===== config.mk =====
export PLATFORM = sky130hd
export DESIGN_NAME = axi_adapter
export DESIGN_NICKNAME = d
export VERILOG_FILES = /design/src/logic/axi_adapter_pkg.sv /design/src/logic/axi_adapter.sv /design/src/logic/axi_read_engine.sv /design/src/logic/axi_write_engine.sv
export SDC_FILE = /design/constraint.sdc
export NUM_CORES = 1
export LEC_CHECK = 0
export ABC_AREA = 0
export BUFFER_PORTS_ARGS = -buffer_cell sky130_fd_sc_hd__buf_2
export CAP_MARGIN = 20
export CORE_AREA = 2 2 352 354
export DETAILED_ROUTE_END_ITERATION = 8
export DIE_AREA = 0 0 354 356
export PLACE_DENSITY = 0.38
export SYNTH_ARGS = -nofsm -noshare
export SYNTH_HDL_FRONTEND = slang
export SYNTH_SLANG_ARGS = --single-unit

===== constraint.sdc =====
create_clock -name clk_i -period 4.6 [get_ports clk_i]
set_input_delay 1.38 -clock clk_i [delete_from_list [all_inputs] [get_ports clk_i]]
set_output_delay 1.38 -clock clk_i [all_outputs]
set_load 0.02 [all_outputs]

===== src/logic/axi_adapter_pkg.sv =====
`default_nettype none

package axi_adapter_pkg;

  // --------------------
  // word geometry
  // --------------------

  // request and AXI address width
  localparam int ADDR_W = 32;
  // one word is one AXI data beat
  localparam int DATA_W = 64;
  localparam int STRB_W = DATA_W / 8;

  // --------------------
  // line geometry
  // --------------------

  localparam int LINE_W = 256;
  localparam int BEATS = LINE_W / DATA_W;
  // word index inside a line
  localparam int BEAT_IDX_W = 2;
  // byte offset of a line, cleared in line addresses
  localparam int LINE_OFF_W = 5;
  // byte offset of a word, word index sits just above
  localparam int WORD_OFF_W = 3;

  // --------------------
  // AXI fields
  // --------------------

  localparam int ID_W = 4;
  localparam int LEN_W = 8;
  localparam int SIZE_W = 3;
  // burst length field of a full line
  localparam int LINE_LEN = BEATS - 1;

endpackage

`default_nettype wire


===== src/logic/axi_adapter.sv =====
`default_nettype none

module axi_adapter (
  input  logic                                                     clk_i,
  input  logic                                                     rst_ni,
  // requester
  input  logic                                                     req_i,
  input  logic                                                     line_i,
  input  logic                                                     we_i,
  input  logic [axi_adapter_pkg::ADDR_W-1:0]                       addr_i,
  input  logic [1:0]                                               size_i,
  input  logic [axi_adapter_pkg::ID_W-1:0]                         id_i,
  input  logic [axi_adapter_pkg::LINE_W-1:0]                       wdata_i,
  input  logic [axi_adapter_pkg::BEATS*axi_adapter_pkg::STRB_W-1:0] be_i,
  output logic                                                     gnt_o,
  output logic                                                     valid_o,
  output logic [axi_adapter_pkg::LINE_W-1:0]                       rdata_o,
  output logic [axi_adapter_pkg::ID_W-1:0]                         id_o,
  output logic [axi_adapter_pkg::DATA_W-1:0]                       critical_word_o,
  output logic                                                     critical_word_valid_o,
  // AXI write side
  output logic                                                     aw_valid_o,
  input  logic                                                     aw_ready_i,
  output logic [axi_adapter_pkg::ADDR_W-1:0]                       aw_addr_o,
  output logic [axi_adapter_pkg::LEN_W-1:0]                        aw_len_o,
  output logic [axi_adapter_pkg::SIZE_W-1:0]                       aw_size_o,
  output logic [axi_adapter_pkg::ID_W-1:0]                         aw_id_o,
  output logic                                                     w_valid_o,
  input  logic                                                     w_ready_i,
  output logic [axi_adapter_pkg::DATA_W-1:0]                       w_data_o,
  output logic [axi_adapter_pkg::STRB_W-1:0]                       w_strb_o,
  output logic                                                     w_last_o,
  input  logic                                                     b_valid_i,
  output logic                                                     b_ready_o,
  input  logic [axi_adapter_pkg::ID_W-1:0]                         b_id_i,
  // AXI read side
  output logic                                                     ar_valid_o,
  input  logic                                                     ar_ready_i,
  output logic [axi_adapter_pkg::ADDR_W-1:0]                       ar_addr_o,
  output logic [axi_adapter_pkg::LEN_W-1:0]                        ar_len_o,
  output logic [axi_adapter_pkg::SIZE_W-1:0]                       ar_size_o,
  output logic [axi_adapter_pkg::ID_W-1:0]                         ar_id_o,
  input  logic                                                     r_valid_i,
  output logic                                                     r_ready_o,
  input  logic [axi_adapter_pkg::DATA_W-1:0]                       r_data_i,
  input  logic [axi_adapter_pkg::ID_W-1:0]                         r_id_i,
  input  logic                                                     r_last_i
);

  import axi_adapter_pkg::*;

  logic            wr_gnt;
  logic            rd_gnt;
  logic            wr_busy;
  logic            rd_busy;
  logic            wr_done;
  logic [ID_W-1:0] wr_id;

  // only one engine serves the held request
  assign gnt_o = wr_gnt | rd_gnt;

  axi_write_engine u_write_engine (
    .clk_i      (clk_i),
    .rst_ni     (rst_ni),
    .req_i      (req_i),
    .we_i       (we_i),
    .line_i     (line_i),
    .addr_i     (addr_i),
    .size_i     (size_i),
    .id_i       (id_i),
    .wdata_i    (wdata_i),
    .be_i       (be_i),
    .rd_busy_i  (rd_busy),
    .wr_gnt_o   (wr_gnt),
    .aw_valid_o (aw_valid_o),
    .aw_ready_i (aw_ready_i),
    .aw_addr_o  (aw_addr_o),
    .aw_len_o   (aw_len_o),
    .aw_size_o  (aw_size_o),
    .aw_id_o    (aw_id_o),
    .w_valid_o  (w_valid_o),
    .w_ready_i  (w_ready_i),
    .w_data_o   (w_data_o),
    .w_strb_o   (w_strb_o),
    .w_last_o   (w_last_o),
    .b_valid_i  (b_valid_i),
    .b_ready_o  (b_ready_o),
    .b_id_i     (b_id_i),
    .wr_busy_o  (wr_busy),
    .wr_done_o  (wr_done),
    .wr_id_o    (wr_id)
  );

  axi_read_engine u_read_engine (
    .clk_i                 (clk_i),
    .rst_ni                (rst_ni),
    .req_i                 (req_i),
    .we_i                  (we_i),
    .line_i                (line_i),
    .addr_i                (addr_i),
    .size_i                (size_i),
    .id_i                  (id_i),
    .rd_gnt_o              (rd_gnt),
    .wr_busy_i             (wr_busy),
    .wr_done_i             (wr_done),
    .wr_id_i               (wr_id),
    .ar_valid_o            (ar_valid_o),
    .ar_ready_i            (ar_ready_i),
    .ar_addr_o             (ar_addr_o),
    .ar_len_o              (ar_len_o),
    .ar_size_o             (ar_size_o),
    .ar_id_o               (ar_id_o),
    .r_valid_i             (r_valid_i),
    .r_ready_o             (r_ready_o),
    .r_data_i              (r_data_i),
    .r_id_i                (r_id_i),
    .r_last_i              (r_last_i),
    .rd_busy_o             (rd_busy),
    .valid_o               (valid_o),
    .rdata_o               (rdata_o),
    .id_o                  (id_o),
    .critical_word_o       (critical_word_o),
    .critical_word_valid_o (critical_word_valid_o)
  );

endmodule

`default_nettype wire


===== src/logic/axi_read_engine.sv =====
`default_nettype none

module axi_read_engine (
  input  logic                                clk_i,
  input  logic                                rst_ni,
  // requester
  input  logic                                req_i,
  input  logic                                we_i,
  input  logic                                line_i,
  input  logic [axi_adapter_pkg::ADDR_W-1:0]  addr_i,
  input  logic [1:0]                          size_i,
  input  logic [axi_adapter_pkg::ID_W-1:0]    id_i,
  output logic                                rd_gnt_o,
  // from the write engine
  input  logic                                wr_busy_i,
  input  logic                                wr_done_i,
  input  logic [axi_adapter_pkg::ID_W-1:0]    wr_id_i,
  // AR channel
  output logic                                ar_valid_o,
  input  logic                                ar_ready_i,
  output logic [axi_adapter_pkg::ADDR_W-1:0]  ar_addr_o,
  output logic [axi_adapter_pkg::LEN_W-1:0]   ar_len_o,
  output logic [axi_adapter_pkg::SIZE_W-1:0]  ar_size_o,
  output logic [axi_adapter_pkg::ID_W-1:0]    ar_id_o,
  // R channel
  input  logic                                r_valid_i,
  output logic                                r_ready_o,
  input  logic [axi_adapter_pkg::DATA_W-1:0]  r_data_i,
  input  logic [axi_adapter_pkg::ID_W-1:0]    r_id_i,
  input  logic                                r_last_i,
  output logic                                rd_busy_o,
  // response port
  output logic                                valid_o,
  output logic [axi_adapter_pkg::LINE_W-1:0]  rdata_o,
  output logic [axi_adapter_pkg::ID_W-1:0]    id_o,
  output logic [axi_adapter_pkg::DATA_W-1:0]  critical_word_o,
  output logic                                critical_word_valid_o
);

  import axi_adapter_pkg::*;

  enum logic [1:0] {
    IDLE,
    WAIT_R,
    COMPLETE
  } state_q, state_d;

  logic [BEAT_IDX_W-1:0] cnt_q, cnt_d;
  // word index of the requested address
  logic [BEAT_IDX_W-1:0] offset_q, offset_d;
  logic [ID_W-1:0]       id_q, id_d;
  logic                  is_line_q, is_line_d;
  logic [LINE_W-1:0]     line_q;
  logic [BEAT_IDX_W-1:0] beat_idx;
  logic                  rd_req;
  logic                  r_beat;

  assign rd_req   = req_i & ~we_i & ~wr_busy_i;
  assign r_beat   = (state_q == WAIT_R) & r_valid_i;
  // single reads always land in word 0
  assign beat_idx = is_line_q ? cnt_q : '0;

  // --------------------
  // address phase
  // --------------------

  always_comb begin
    ar_addr_o = addr_i;
    if (line_i) begin
      ar_addr_o[LINE_OFF_W-1:0] = '0;
    end
    ar_len_o  = line_i ? LEN_W'(LINE_LEN) : '0;
    ar_size_o = line_i ? SIZE_W'(WORD_OFF_W) : {1'b0, size_i};
  end

  assign ar_id_o = id_i;

  // --------------------
  // FSM
  // --------------------

  always_comb begin
    state_d    = state_q;
    cnt_d      = cnt_q;
    offset_d   = offset_q;
    id_d       = id_q;
    is_line_d  = is_line_q;
    ar_valid_o = 1'b0;
    rd_gnt_o   = 1'b0;
    r_ready_o  = 1'b0;

    unique case (state_q)
      IDLE: begin
        if (rd_req) begin
          ar_valid_o = 1'b1;
          rd_gnt_o   = ar_ready_i;
          if (ar_ready_i) begin
            state_d   = WAIT_R;
            cnt_d     = '0;
            offset_d  = addr_i[WORD_OFF_W +: BEAT_IDX_W];
            is_line_d = line_i;
          end
        end
      end

      WAIT_R: begin
        r_ready_o = 1'b1;
        if (r_valid_i) begin
          cnt_d = cnt_q + 1'b1;
          if (r_last_i) begin
            id_d    = r_id_i;
            state_d = COMPLETE;
          end
        end
      end

      // line buffer is complete, hand it out
      COMPLETE: state_d = IDLE;

      default: state_d = IDLE;
    endcase
  end

  always_ff @(posedge clk_i or negedge rst_ni) begin
    if (!rst_ni) begin
      state_q   <= IDLE;
      cnt_q     <= '0;
      offset_q  <= '0;
      id_q      <= '0;
      is_line_q <= 1'b0;
    end else begin
      state_q   <= state_d;
      cnt_q     <= cnt_d;
      offset_q  <= offset_d;
      id_q      <= id_d;
      is_line_q <= is_line_d;
    end
  end

  always_ff @(posedge clk_i) begin
    if (r_beat) begin
      line_q[beat_idx*DATA_W +: DATA_W] <= r_data_i;
    end
  end

  // --------------------
  // response port
  // --------------------

  // write completions share valid_o and id_o, never in the same cycle as a read
  always_comb begin
    valid_o = 1'b0;
    id_o    = id_q;
    if (state_q == COMPLETE) begin
      valid_o = 1'b1;
    end else if (wr_done_i) begin
      valid_o = 1'b1;
      id_o    = wr_id_i;
    end
  end

  assign rdata_o               = line_q;
  assign rd_busy_o             = (state_q != IDLE);
  assign critical_word_o       = r_data_i;
  assign critical_word_valid_o = r_beat & is_line_q & (cnt_q == offset_q);

  // slave ends a line burst on its fourth beat and not before
  assert property (@(posedge clk_i) disable iff (!rst_ni)
    r_beat && is_line_q |-> (r_last_i == (cnt_q == BEAT_IDX_W'(LINE_LEN))));

endmodule

`default_nettype wire


===== src/logic/axi_write_engine.sv =====
`default_nettype none

module axi_write_engine (
  input  logic                                                     clk_i,
  input  logic                                                     rst_ni,
  // requester
  input  logic                                                     req_i,
  input  logic                                                     we_i,
  input  logic                                                     line_i,
  input  logic [axi_adapter_pkg::ADDR_W-1:0]                       addr_i,
  input  logic [1:0]                                               size_i,
  input  logic [axi_adapter_pkg::ID_W-1:0]                         id_i,
  input  logic [axi_adapter_pkg::LINE_W-1:0]                       wdata_i,
  input  logic [axi_adapter_pkg::BEATS*axi_adapter_pkg::STRB_W-1:0] be_i,
  input  logic                                                     rd_busy_i,
  output logic                                                     wr_gnt_o,
  // AW channel
  output logic                                                     aw_valid_o,
  input  logic                                                     aw_ready_i,
  output logic [axi_adapter_pkg::ADDR_W-1:0]                       aw_addr_o,
  output logic [axi_adapter_pkg::LEN_W-1:0]                        aw_len_o,
  output logic [axi_adapter_pkg::SIZE_W-1:0]                       aw_size_o,
  output logic [axi_adapter_pkg::ID_W-1:0]                         aw_id_o,
  // W channel
  output logic                                                     w_valid_o,
  input  logic                                                     w_ready_i,
  output logic [axi_adapter_pkg::DATA_W-1:0]                       w_data_o,
  output logic [axi_adapter_pkg::STRB_W-1:0]                       w_strb_o,
  output logic                                                     w_last_o,
  // B channel
  input  logic                                                     b_valid_i,
  output logic                                                     b_ready_o,
  input  logic [axi_adapter_pkg::ID_W-1:0]                         b_id_i,
  // to the read engine
  output logic                                                     wr_busy_o,
  output logic                                                     wr_done_o,
  output logic [axi_adapter_pkg::ID_W-1:0]                         wr_id_o
);

  import axi_adapter_pkg::*;

  enum logic [2:0] {
    IDLE,
    WAIT_AW,
    WAIT_W,
    WAIT_W_AW,
    WAIT_AW_BURST,
    WAIT_B
  } state_q, state_d;

  // word currently offered on W
  logic [BEAT_IDX_W-1:0] cnt_q, cnt_d;
  logic                  wr_req;
  logic                  last_beat;

  assign wr_req    = req_i & we_i & ~rd_busy_i;
  assign last_beat = ~line_i | (cnt_q == BEAT_IDX_W'(LINE_LEN));

  // --------------------
  // address and data
  // --------------------

  // line bursts start at the line base with full-word beats
  always_comb begin
    aw_addr_o = addr_i;
    if (line_i) begin
      aw_addr_o[LINE_OFF_W-1:0] = '0;
    end
    aw_len_o  = line_i ? LEN_W'(LINE_LEN) : '0;
    aw_size_o = line_i ? SIZE_W'(WORD_OFF_W) : {1'b0, size_i};
  end

  assign aw_id_o  = id_i;
  assign w_data_o = wdata_i[cnt_q*DATA_W +: DATA_W];
  assign w_strb_o = be_i[cnt_q*STRB_W +: STRB_W];
  assign w_last_o = w_valid_o & last_beat;

  assign wr_busy_o = (state_q != IDLE);
  assign wr_id_o   = b_id_i;

  // --------------------
  // FSM
  // --------------------

  always_comb begin
    state_d    = state_q;
    cnt_d      = cnt_q;
    aw_valid_o = 1'b0;
    w_valid_o  = 1'b0;
    b_ready_o  = 1'b0;
    wr_gnt_o   = 1'b0;
    wr_done_o  = 1'b0;

    unique case (state_q)
      IDLE: begin
        if (wr_req) begin
          aw_valid_o = 1'b1;
          w_valid_o  = 1'b1;
          if (!line_i) begin
            wr_gnt_o = aw_ready_i & w_ready_i;
            unique case ({aw_ready_i, w_ready_i})
              2'b11:   state_d = WAIT_B;
              2'b10:   state_d = WAIT_W;
              2'b01:   state_d = WAIT_AW;
              default: state_d = IDLE;
            endcase
          end else begin
            if (w_ready_i) begin
              cnt_d = cnt_q + 1'b1;
            end
            if (aw_ready_i) begin
              state_d = WAIT_W;
            end else if (w_ready_i) begin
              state_d = WAIT_W_AW;
            end
          end
        end
      end

      // only the address is left
      WAIT_AW, WAIT_AW_BURST: begin
        aw_valid_o = 1'b1;
        if (aw_ready_i) begin
          wr_gnt_o = 1'b1;
          state_d  = WAIT_B;
        end
      end

      // address taken, data beats remain
      WAIT_W: begin
        w_valid_o = 1'b1;
        if (w_ready_i) begin
          if (last_beat) begin
            wr_gnt_o = 1'b1;
            state_d  = WAIT_B;
          end else begin
            cnt_d = cnt_q + 1'b1;
          end
        end
      end

      WAIT_W_AW: begin
        aw_valid_o = 1'b1;
        w_valid_o  = 1'b1;
        if (w_ready_i && last_beat) begin
          if (aw_ready_i) begin
            wr_gnt_o = 1'b1;
            state_d  = WAIT_B;
          end else begin
            state_d = WAIT_AW_BURST;
          end
        end else begin
          if (w_ready_i) begin
            cnt_d = cnt_q + 1'b1;
          end
          if (aw_ready_i) begin
            state_d = WAIT_W;
          end
        end
      end

      WAIT_B: begin
        b_ready_o = 1'b1;
        cnt_d     = '0;
        if (b_valid_i) begin
          wr_done_o = 1'b1;
          state_d   = IDLE;
        end
      end

      default: state_d = IDLE;
    endcase
  end

  always_ff @(posedge clk_i or negedge rst_ni) begin
    if (!rst_ni) begin
      state_q <= IDLE;
      cnt_q   <= '0;
    end else begin
      state_q <= state_d;
      cnt_q   <= cnt_d;
    end
  end

  // --------------------
  // protocol checks
  // --------------------

  // valid holds with its payload until the slave takes it
  assert property (@(posedge clk_i) disable iff (!rst_ni)
    aw_valid_o && !aw_ready_i |=> aw_valid_o && $stable(aw_addr_o));
  assert property (@(posedge clk_i) disable iff (!rst_ni)
    w_valid_o && !w_ready_i |=> w_valid_o && $stable(w_data_o));

  // nothing follows the accepted last beat
  assert property (@(posedge clk_i) disable iff (!rst_ni)
    w_last_o && w_ready_i |=> !w_valid_o);

endmodule

`default_nettype wire


==> results of run 1 <==
## synth_stat cells, types with 2 or more instances
master     number  area (um^2)
clkbuf_1       34          128
a2bb2oi_1       2         17.5
mux2_2         11          124
a2111oi_0       2         17.5
nor3_2          2         20.0
mux2i_1         5         50.1
nand3b_1        3         22.5
nor3_1          3         15.0
nor2b_1         6         37.5
inv_1          11         41.3
buf_1           2         7.51
ha_1            6         75.1
dfrtp_1        16          400
nor2_1          5         18.8
o21ai_0         6         30.0
and3_1          3         18.8
nand2_1        13         48.8
or2_2           2         12.5
edfxtp_1      256         7690
mux4_2         72         1620
nand2b_1        3         18.8
buf_4         151         1130
buf_2          11         55.1
a221o_1         2         20.0
a21oi_1         6         30.0
and2_1        262         1640
o22ai_1         2         12.5
## worst register-to-register path: stages, from the launching register on
cell and delay [ps]:
dfrtp_1 430, nand2_1 270, ha_1 470, nor3_4 360, buf_12 330, and2_1 510
## per-layer routing
metal	share of wire (%)	up-vias
met4	7.4	8
met5	0.061	-
li1	-	4562
met2	58	736
met1	26	5060
met3	8.3	321
## registers in the layout, indices dropped and copies added (netlist names)
| register | flops |
|---|---|
| u_read_engine.cnt_q | 2 |
| u_read_engine.id_q | 4 |
| u_read_engine.is_line_q | 1 |
| u_read_engine.offset_q | 2 |
| u_read_engine.rdata_o | 256 |
| u_read_engine.state_q | 2 |
| u_write_engine.cnt_q | 2 |
| u_write_engine.state_q | 3 |
## worst max-delay path by stage
stage,slack (ps),end,cells after the start
after floorplan,850,gnt_o,5
after CTS,550,w_data_o[38],3
after global placement,570,gnt_o,6
after detailed placement,560,gnt_o,6
after global routing,470,gnt_o,6
final,520,gnt_o,6
## per-stage QoR
| stage | instances | util [%] |
|---|---|---|
| after global placement | 3189 | 15.1 |
| after global routing | 3304 | 16.2 |
| after floorplan | 931 | - |
| final | 3319 | 16.2 |
| after CTS | 3259 | 16.1 |
| after detailed placement | 3189 | 15.1 |
## cells in the final DEF, fill, tap and decap left out, types with 3 or more instances in the layout
cell        count
nor2_1          5
clkbuf_1       11
inv_1          11
buf_12         10
diode_2        60
clkinv_2        3
buf_2         800
clkinvlp_4      3
clkinv_1        9
and2_1        258
mux4_2         72
nor3_1          3
nand2b_1        3
and2_4          4
mux2i_1         5
ha_1            6
o21ai_0         6
conb_1         14
nand3b_1        3
clkbuf_16      39
nor2b_1         6
edfxtp_1      256
nand2_1        13
dfrtp_1        14
buf_4           9
mux2_2         11
a21oi_1         6
## kinds of logic (layout without fill, tap and decap cells)
family | after synthesis | in the layout
compound gates | 25 | 25
xor+xnor | 2 | 2
fa+ha+maj | 6 | 6
buf+inv | 209 | 900
flops | 272 | 272
mux | 88 | 88
other cells | 1 | 74
simple gates | 315 | 315
## report_power, final
group          leakage, nW  switching (mW)  internal (mW)
Sequential            2.73           0.107           2.97
Combinational         4.96            2.18           1.33
Clock                0.567            1.20           1.68
## area by class of cell
cell class,count,share of cell area (%)
Inverter,11,0.207
Tap cell,1637,10.3
Clock buffer,50,5.11
Multi-Input combinational cell,450,20.7
Sequential cell,272,40.7
Clock inverter,20,0.848
Antenna cell,60,0.754
Timing Repair Buffer,819,21.5
==> run metrics, run 1 <==
hold path startpoint=u_read_engine.id_q[1]; FF-to-FF Start=u_read_engine.cnt_q[0]; Clock Tree Root=clkbuf_16; status=finished, final reports clean; WP data required=3220 ps; Final GP Congestion=0.868; Critical Path Start Type=input port; hold slack final=520 ps; Core Area=0.123 mm^2; maximum VDD drop=between 0.3 and 0.4 mV; largest family of logic cells by synthesized area=simple AND/OR/NAND/NOR gates; Crit path buffers/inverters=2; most numerous cell on the critical path=buf_2; routed vias/inst=3.22; grt peak-use layer=met2; global-route wire length before repair=roughly 110000 um; Slew Limit Fails=0; number of hold buffers added after cts=0; Slowest-stage cell, CP=o21ai_0; Mapped Cells=~920; post_cts resized=0; # clock sinks=272; Final Hold Fails=0; post-route cell area=about 0.020 mm^2; I/O Pins=908; synthesized area=0.0135 mm^2; clock-pin slew on the worst setup and hold paths=60 ps; clk buf depth=3; dpl ws=565 ps; GR Overflow Total=0; width of the die=approximately 350 um; max-capacitance violation count=0; gr usage total=13.9%; Synth Area in Simple Gates=14.6%; Primary FF master, synth=edfxtp_1; grt met3 use=~4.6%; hpwl dp=75200 um; Placed Area=0.0186 mm^2; hold depth=1; Die ar.=between 0.1 and 0.15 mm^2; Post-CTS Setup Bufs=0; Worst Path Arrival=2700 ps; Remaining DRCs=0; async set-reset flop share out of synthesis=5.88%; Site Rows=129; cell family with most CP delay=compound AO/OA/AOI/OAI gates; initial core utilization=11.0%; Adder-Cell Fraction of Synth Area=less than 1%; largest net degree at the start of global routing=74; sink of the worst hold path=u_read_engine.id_q[1]; average wire per standard cell=27.5 um; skew final=23.0 ps; post-synthesis mux area share=between 10% and 20%; IO Port Bufs=800; area of the multi-input gates=0.00412 mm^2; DRT Pass-1 Iters=5; crit-path max FO=10; met2 Usage GRT=between 20% and 30%; Die Height=356 um; post-synthesis sequential area ratio=59.9%; PwrDens=475 mW/mm^2; reg2reg setup slack=2050 ps; GR Util met1=10.6%; NumNets Final=2007; post-route setup slack=515 ps; clk_lat worst skew=between 500 and 600 ps; xor/xnor share of the synthesized area=0.130%; fmax=245 MHz; synth warn=0; initial antenna violation count=~120; Worst Tran Pin Value=711 ps; Yosys cell types=48; crit path cell chain=buf_2 -> nand2b_1 -> a21oi_1 -> a2bb2oi_1 -> o21ai_0 -> buf_2; Post-synth EDFFs=256; # fillers=roughly 14000; CTS buffer count=38; CP endpoint kind=output port; WL final=between 90000 and 100000 um; synthesis-to-layout area growth=47.6%; crit share post-route=88.8%; CTS tree=built; reg2reg path depth=5; Setup-failing EPs final=0; largest stage delay on the critical path=approximately 360 ps; Max H-tree Level=2; vias in the first global route=10300; FF+latch area=0.00810 mm^2; Post-DRT Antenna Nets=0; crit path time final=4080 ps; via count=approximately 11000; HP Class=reg2reg; reg-to-reg endpoint=u_read_engine.rdata_o[70]; starting DRC count in detailed routing=595; Leak=between 8 and 9 nW; Setup Total Neg Slack=0 ps; share of cells above drive strength 1=59.8%; critical path class=in2out; register bit total from synthesis=272; syn avg cell area=between 10 and 15 um^2; critical path startpoint=line_i; Synth Area in Compound Gates=under 10%; Slew Limit Headroom=52.6%; Power Total=9.46 mW; unrepaired setup endpoints after global routing=false
Note: power is estimated with default switching activity, not from simulation.
==> run 2, diff against run 1 <==
CORE_AREA = 2 2 353 355   (was 2 2 352 354)
DIE_AREA = 0 0 355 357   (was 0 0 354 356)
clock period = 4.3 ns   (was 4.6 ns; I/O delays follow)
==> run metrics, run 2 (synthesis results as in run 1) <==
I/O Pins=908 (unchanged); Worst Tran Pin Value=759 ps (+47.5 ps); Slew Limit Fails=0 (unchanged); DRT Pass-1 Iters=4 (-1); clk_lat worst skew=580 ps (about the same); post-route cell area=0.0198 mm^2 (-0.75%); starting DRC count in detailed routing=461 (-23%); skew final=30.3 ps (+7.34 ps); clock-pin slew on the worst setup and hold paths=60 ps (about the same); initial antenna violation count=100 (-14%); initial core utilization=11.0% (-0.029 points); via count=10700 (-0.25%); DR WL met3=6060 um (-20%); fmax=255 MHz; post-route setup slack=377 ps (-138 ps); clk buf depth=3 (unchanged); Slowest-stage cell, CP=nor3_1; number of hold buffers added after cts=0 (unchanged); crit path cell chain=nor3_1 -> nand4_1 -> o31a_1 -> o21ai_0 -> buf_2; NumNets Final=2004 (-0.15%); vias in the first global route=10200 (-0.31%); hpwl dp=74100 um (-1.4%); critical path class=reg2out; hold depth=1 (unchanged); PwrDens=500 mW/mm^2 (+5.1%); crit share post-route=91.2%; routed vias/inst=3.24 (+0.53%); Setup Total Neg Slack=0 ps (unchanged); Slew Limit Headroom=49.4% (-3.2 points); Remaining DRCs=0 (unchanged); Power Total=9.87 mW (+4.3%); IO Port Bufs=800 (unchanged); GR Overflow Total=0 (unchanged); post_cts resized=0 (unchanged); maximum VDD drop=0.279 mV (-13%); dpl ws=507 ps (-58.1 ps); share of cells above drive strength 1=59.8% (about the same); Setup-failing EPs final=0 (unchanged); Critical Path Start Type=flop; synthesis-to-layout area growth=46.5%; width of the die=355 um (+0.28%); unrepaired setup endpoints after global routing=false; stages on the worst setup path=5 (-1); Clock Tree Root=clkbuf_16; Die Height=357 um (+0.28%); met1 wire length=25400 um (+6.8%); cell family with most CP delay=simple AND/OR/NAND/NOR gates; Final Core Density=16.1% (-0.16 points); Leak=8.21 nW (-0.57%); # clock sinks=272 (unchanged); dpl cells=3188 (-0.031%); met2 wire length=53600 um (+1.0%); Core Area=0.123 mm^2 (+0.26%); reg2reg path depth=5 (unchanged); Site Rows=129 (unchanged); average wire per standard cell=27.1 um (-1.2%); CTS tree=built; WP data required=3010 ps (-210 ps); Placed Area=0.0185 mm^2 (-0.17%); CTS buffer count=36 (-5.3%); Post-CTS Setup Bufs=0 (unchanged); Max H-tree Level=2 (unchanged); CP endpoint kind=output port; Post-DRT Antenna Nets=0 (unchanged); global-route wire length before repair=110000 um (-2.1%); Die ar.=0.127 mm^2 (+0.56%); most common cell after layout, fill and taps aside=buf_2; crit-path max FO=13 (+3); Largest register FFs=256 (unchanged); largest net degree at the start of global routing=74 (unchanged); hold slack final=507 ps (-12.6 ps); status=finished, final reports clean; Final GP Congestion=0.835 (-3.9%); Worst Path Arrival=2630 ps (-70 ps); HP Class=reg2reg; Top Layer Used=met5; gr usage total=13.5% (-0.40 points); max-capacitance violation count=0 (unchanged); largest stage delay on the critical path=650 ps (+290 ps); WL final=89400 um (-2.0%); Crit path buffers/inverters=1 (-1); crit path time final=3920 ps; final std cells w/o fill=3293 (-0.78%); Final Hold Fails=0 (unchanged); commonest non-fill, non-tap cells in the layout=800 x buf_2, 258 x and2_1, 256 x edfxtp_1
[run 2: final cells by class]
class / count / area (um^2)
clock buffers: 47 / 952
repair buffers: 818 / 4240
fillers: 13900 / 103000
inverters: 11 / 41.3
multi-input cells: 450 / 4120
clock inverters: 18 / 168
well taps: 1637 / 2050
diodes: 40 / 100
flip-flops and latches: 272 / 8100
[run 2: layer usage]
metal / global-route usage (%) / vias up
li1: - / 4536
met1: 11.4 / 5114
met3: 3.23 / 276
met4: 6.95 / 2
met5: 0 / -
met2: 28.3 / 732
[run 2: path summary, 6_finish.rpt]
| path | to | startpoint | slack, ps |
|---|---|---|---|
| min reg2reg | u_read_engine.id_q[2] | u_read_engine.id_q[2] | 510 |
| max in group asynchronous | u_write_engine.cnt_q[0] | rst_ni | 3260 |
| min | u_read_engine.id_q[2] | u_read_engine.id_q[2] | 510 |
| min in group asynchronous | u_write_engine.state_q[2] | rst_ni | 670 |
| max reg2reg | u_read_engine.rdata_o[27] | u_read_engine.cnt_q[0] | 1460 |
| max | gnt_o | u_write_engine.state_q[2] | 380 |
[run 2: where the power goes]
| part | switching, mW | internal, mW | total (mW) |
|---|---|---|---|
| Combinational | 2.17 | 1.40 | 3.57 |
| Sequential | 0.160 | 3.18 | 3.34 |
| Clock | 1.27 | 1.69 | 2.97 |
==> run 3, diff against run 2 <==
CORE_AREA = 2 2 354 356   (was 2 2 353 355)
DIE_AREA = 0 0 356 358   (was 0 0 355 357)
PLACE_DENSITY = unset   (was 0.38)
SYNTH_HIERARCHICAL = 1   (was unset)
==> run metrics, run 3 <==
status=finished, final reports clean; post-synth top area cell=edfxtp_1; Die Height=358 um (+0.28%); xor/xnor share of the synthesized area=0.129% (-0.00055 points); Power Total=10.4 mW (+4.9%); Slew Limit Fails=0 (unchanged); # fillers=13800 (-0.39%); initial antenna violation count=113 (+13%); hpwl dp=83500 um (+13%); IO Port Bufs=800 (unchanged); post-synthesis mux area share=13.2% (-0.10 points); global-route wire length before repair=114000 um (+4.4%); initial core utilization=11.0% (+0.018 points); clk buf depth=3 (unchanged); unrepaired setup endpoints after global routing=false; via count=11000 (+3.3%); maximum VDD drop=0.293 mV (+4.9%); Die ar.=0.127 mm^2 (+0.56%); synth warn=6 (+6); Yosys cell types=56 (+17%); top area cells in the synthesized netlist=edfxtp_1 57%, mux4_2 12%, and2_1 12%; Critical Path End=id_o[1]; I/O Pins=908 (unchanged); Max H-tree Level=2 (unchanged); Remaining DRCs=0 (unchanged); # clock sinks=272 (unchanged); most common cell after layout, fill and taps aside=buf_2; routed vias/inst=3.34 (+3.3%); Site Rows=129 (unchanged); Primary FF master, synth=edfxtp_1; Final GP Congestion=0.827 (-0.89%); gr usage total=14.4% (+0.89 points); area share of the largest cell type after synthesis=56.7% (-0.24 points); synthesized area=0.0136 mm^2 (+0.43%); reg2reg setup slack=1680 ps (+220 ps); post_cts resized=0 (unchanged); max-capacitance violation count=0 (unchanged); fmax=251 MHz (-1.5%); hold path startpoint=u_read_engine/id_q[1]; post-synthesis sequential area ratio=59.7% (-0.25 points); Slew Limit Headroom=35.1% (-14 points); crit-path max FO=11 (-2); clock-pin slew on the worst setup and hold paths=60 ps (about the same); crit share post-route=92.7% (+1.4 points); register bit total from synthesis=272 (unchanged); Worst Path Arrival=2690 ps (+60 ps); Mapped Cells=924 (+0.65%); vias in the first global route=10000 (-1.9%); Synth Area in Compound Gates=1.51% (+0.22 points); PwrDens=521 mW/mm^2 (+4.3%); DRT Pass-1 Iters=5 (+1); commonest non-fill, non-tap cells in the layout=800 x buf_2, 259 x and2_1, 256 x edfxtp_1; Post-CTS Setup Bufs=0 (unchanged); critical path startpoint=u_write_engine/state_q[0]; Post-synth top cells=259 x and2_1, 256 x edfxtp_1, 150 x buf_4, 72 x mux4_2, 19 x clkbuf_1; Setup-failing EPs final=0 (unchanged); critical path class=reg2out; NumNets Final=2009 (+0.25%); Final Hold Fails=0 (unchanged); Worst Tran Pin Value=974 ps (+215 ps); Critical Path Start Type=flop; Synth Area in Simple Gates=15.0% (+0.33 points); share of cells above drive strength 1=60.3% (+0.56 points); syn avg cell area=14.7 um^2 (-0.23%); synthesis-to-layout area growth=46.6%; Leak=7.87 nW (-4.1%); starting DRC count in detailed routing=914 (+98%); WL final=96600 um (+8.1%); Post-synth EDFFs=256 (unchanged); Adder-Cell Fraction of Synth Area=0.369% (-0.19 points); reg2reg path depth=4 (-1); Setup Total Neg Slack=0 ps (unchanged); largest family of logic cells by synthesized area=simple AND/OR/NAND/NOR gates; async set-reset flop share out of synthesis=5.88% (unchanged); FF-to-FF Start=u_read_engine/cnt_q[0]; number of hold buffers added after cts=0 (unchanged); HP Class=reg2reg; Post-DRT Antenna Nets=0 (unchanged); WP data required=3010 ps (about the same); largest net degree at the start of global routing=65 (-12%); CP endpoint kind=output port; average wire per standard cell=29.3 um (+8.1%); width of the die=356 um (+0.28%); Largest register FFs=256 (unchanged); CTS buffer count=35 (-2.8%); Core Area=0.123 mm^2 (+0.26%); GR Overflow Total=0 (unchanged); Clock Tree Root=clkbuf_16; reg-to-reg endpoint=u_read_engine/rdata_o[41]; skew final=39.5 ps (+9.20 ps); CTS tree=built; crit path time final=3980 ps (+61.4 ps); clk_lat worst skew=570 ps (about the same); most frequent cell after synthesis=and2_1
run 3: kinds of logic after synthesis:
logic type | Yosys count
simple gates | 328
flops | 272
buf+inv | 203
mux | 87
compound gates | 26
fa+ha+maj | 4
other cells | 2
xor+xnor | 2
run 3: report_power, final:
part	switching [mW]	internal (mW)	leakage [nW]
Sequential	0.213	3.11	2.45
Clock	1.23	1.91	0.590
Combinational	2.42	1.47	4.83
run 3: worst min path at each step:
stage                                       end  slack, ps  depth (start not counted)
final                     u_read_engine/id_q[1]        500                          1
after global routing      u_read_engine/id_q[1]        520                          1
after CTS                 u_read_engine/id_q[1]        500                          1
after detailed placement  u_read_engine/id_q[3]        490                          1
after global placement    u_read_engine/id_q[1]        490                          1
after floorplan           u_read_engine/id_q[0]        470                          1
run 3: layout make-up:
| class | count | area, um^2 | area share [%] |
|---|---|---|---|
| timing repair buffer | 818 | 4210 | 21.2 |
| clock inverter | 22 | 299 | 1.50 |
| clock buffer | 40 | 916 | 4.61 |
| tap | 1637 | 2050 | 10.3 |
| multi-input combinational | 461 | 4180 | 21.0 |
| inverter | 8 | 30.0 | 0.151 |
| sequential | 272 | 8100 | 40.7 |
| antenna | 35 | 87.6 | 0.441 |
run 3: metal layers:
layer | routed length, um | track usage, % | up-vias
li1 | - | - | 4548
met1 | 26800 | 12.1 | 5281
met2 | 58600 | 31.3 | 861
met3 | 6920 | 3.45 | 323
met4 | 4300 | 5.05 | 2
met5 | 13 | 0 | -
run 3: critical path, stage by stage (launching register included):
cell,delay [ps]
dfrtp_1,550
nand2_1,150
nor2_1,360
and2_1,310
nand2_1,240
mux2_2,340
buf_2,160
run 3: metrics by stage:
stage,utilization (%),hold slack (ps),cell area (um^2),setup WS (ps),std cells
2_1_floorplan,-,474,13600,826,936
3_3_place_gp,15.1,488,18600,574,3196
6_report,16.1,502,19900,316,3293
3_5_place_dp,15.1,491,18600,570,3196
4_1_cts,16.0,503,19800,234,3258
5_1_grt,16.1,517,19800,107,3284
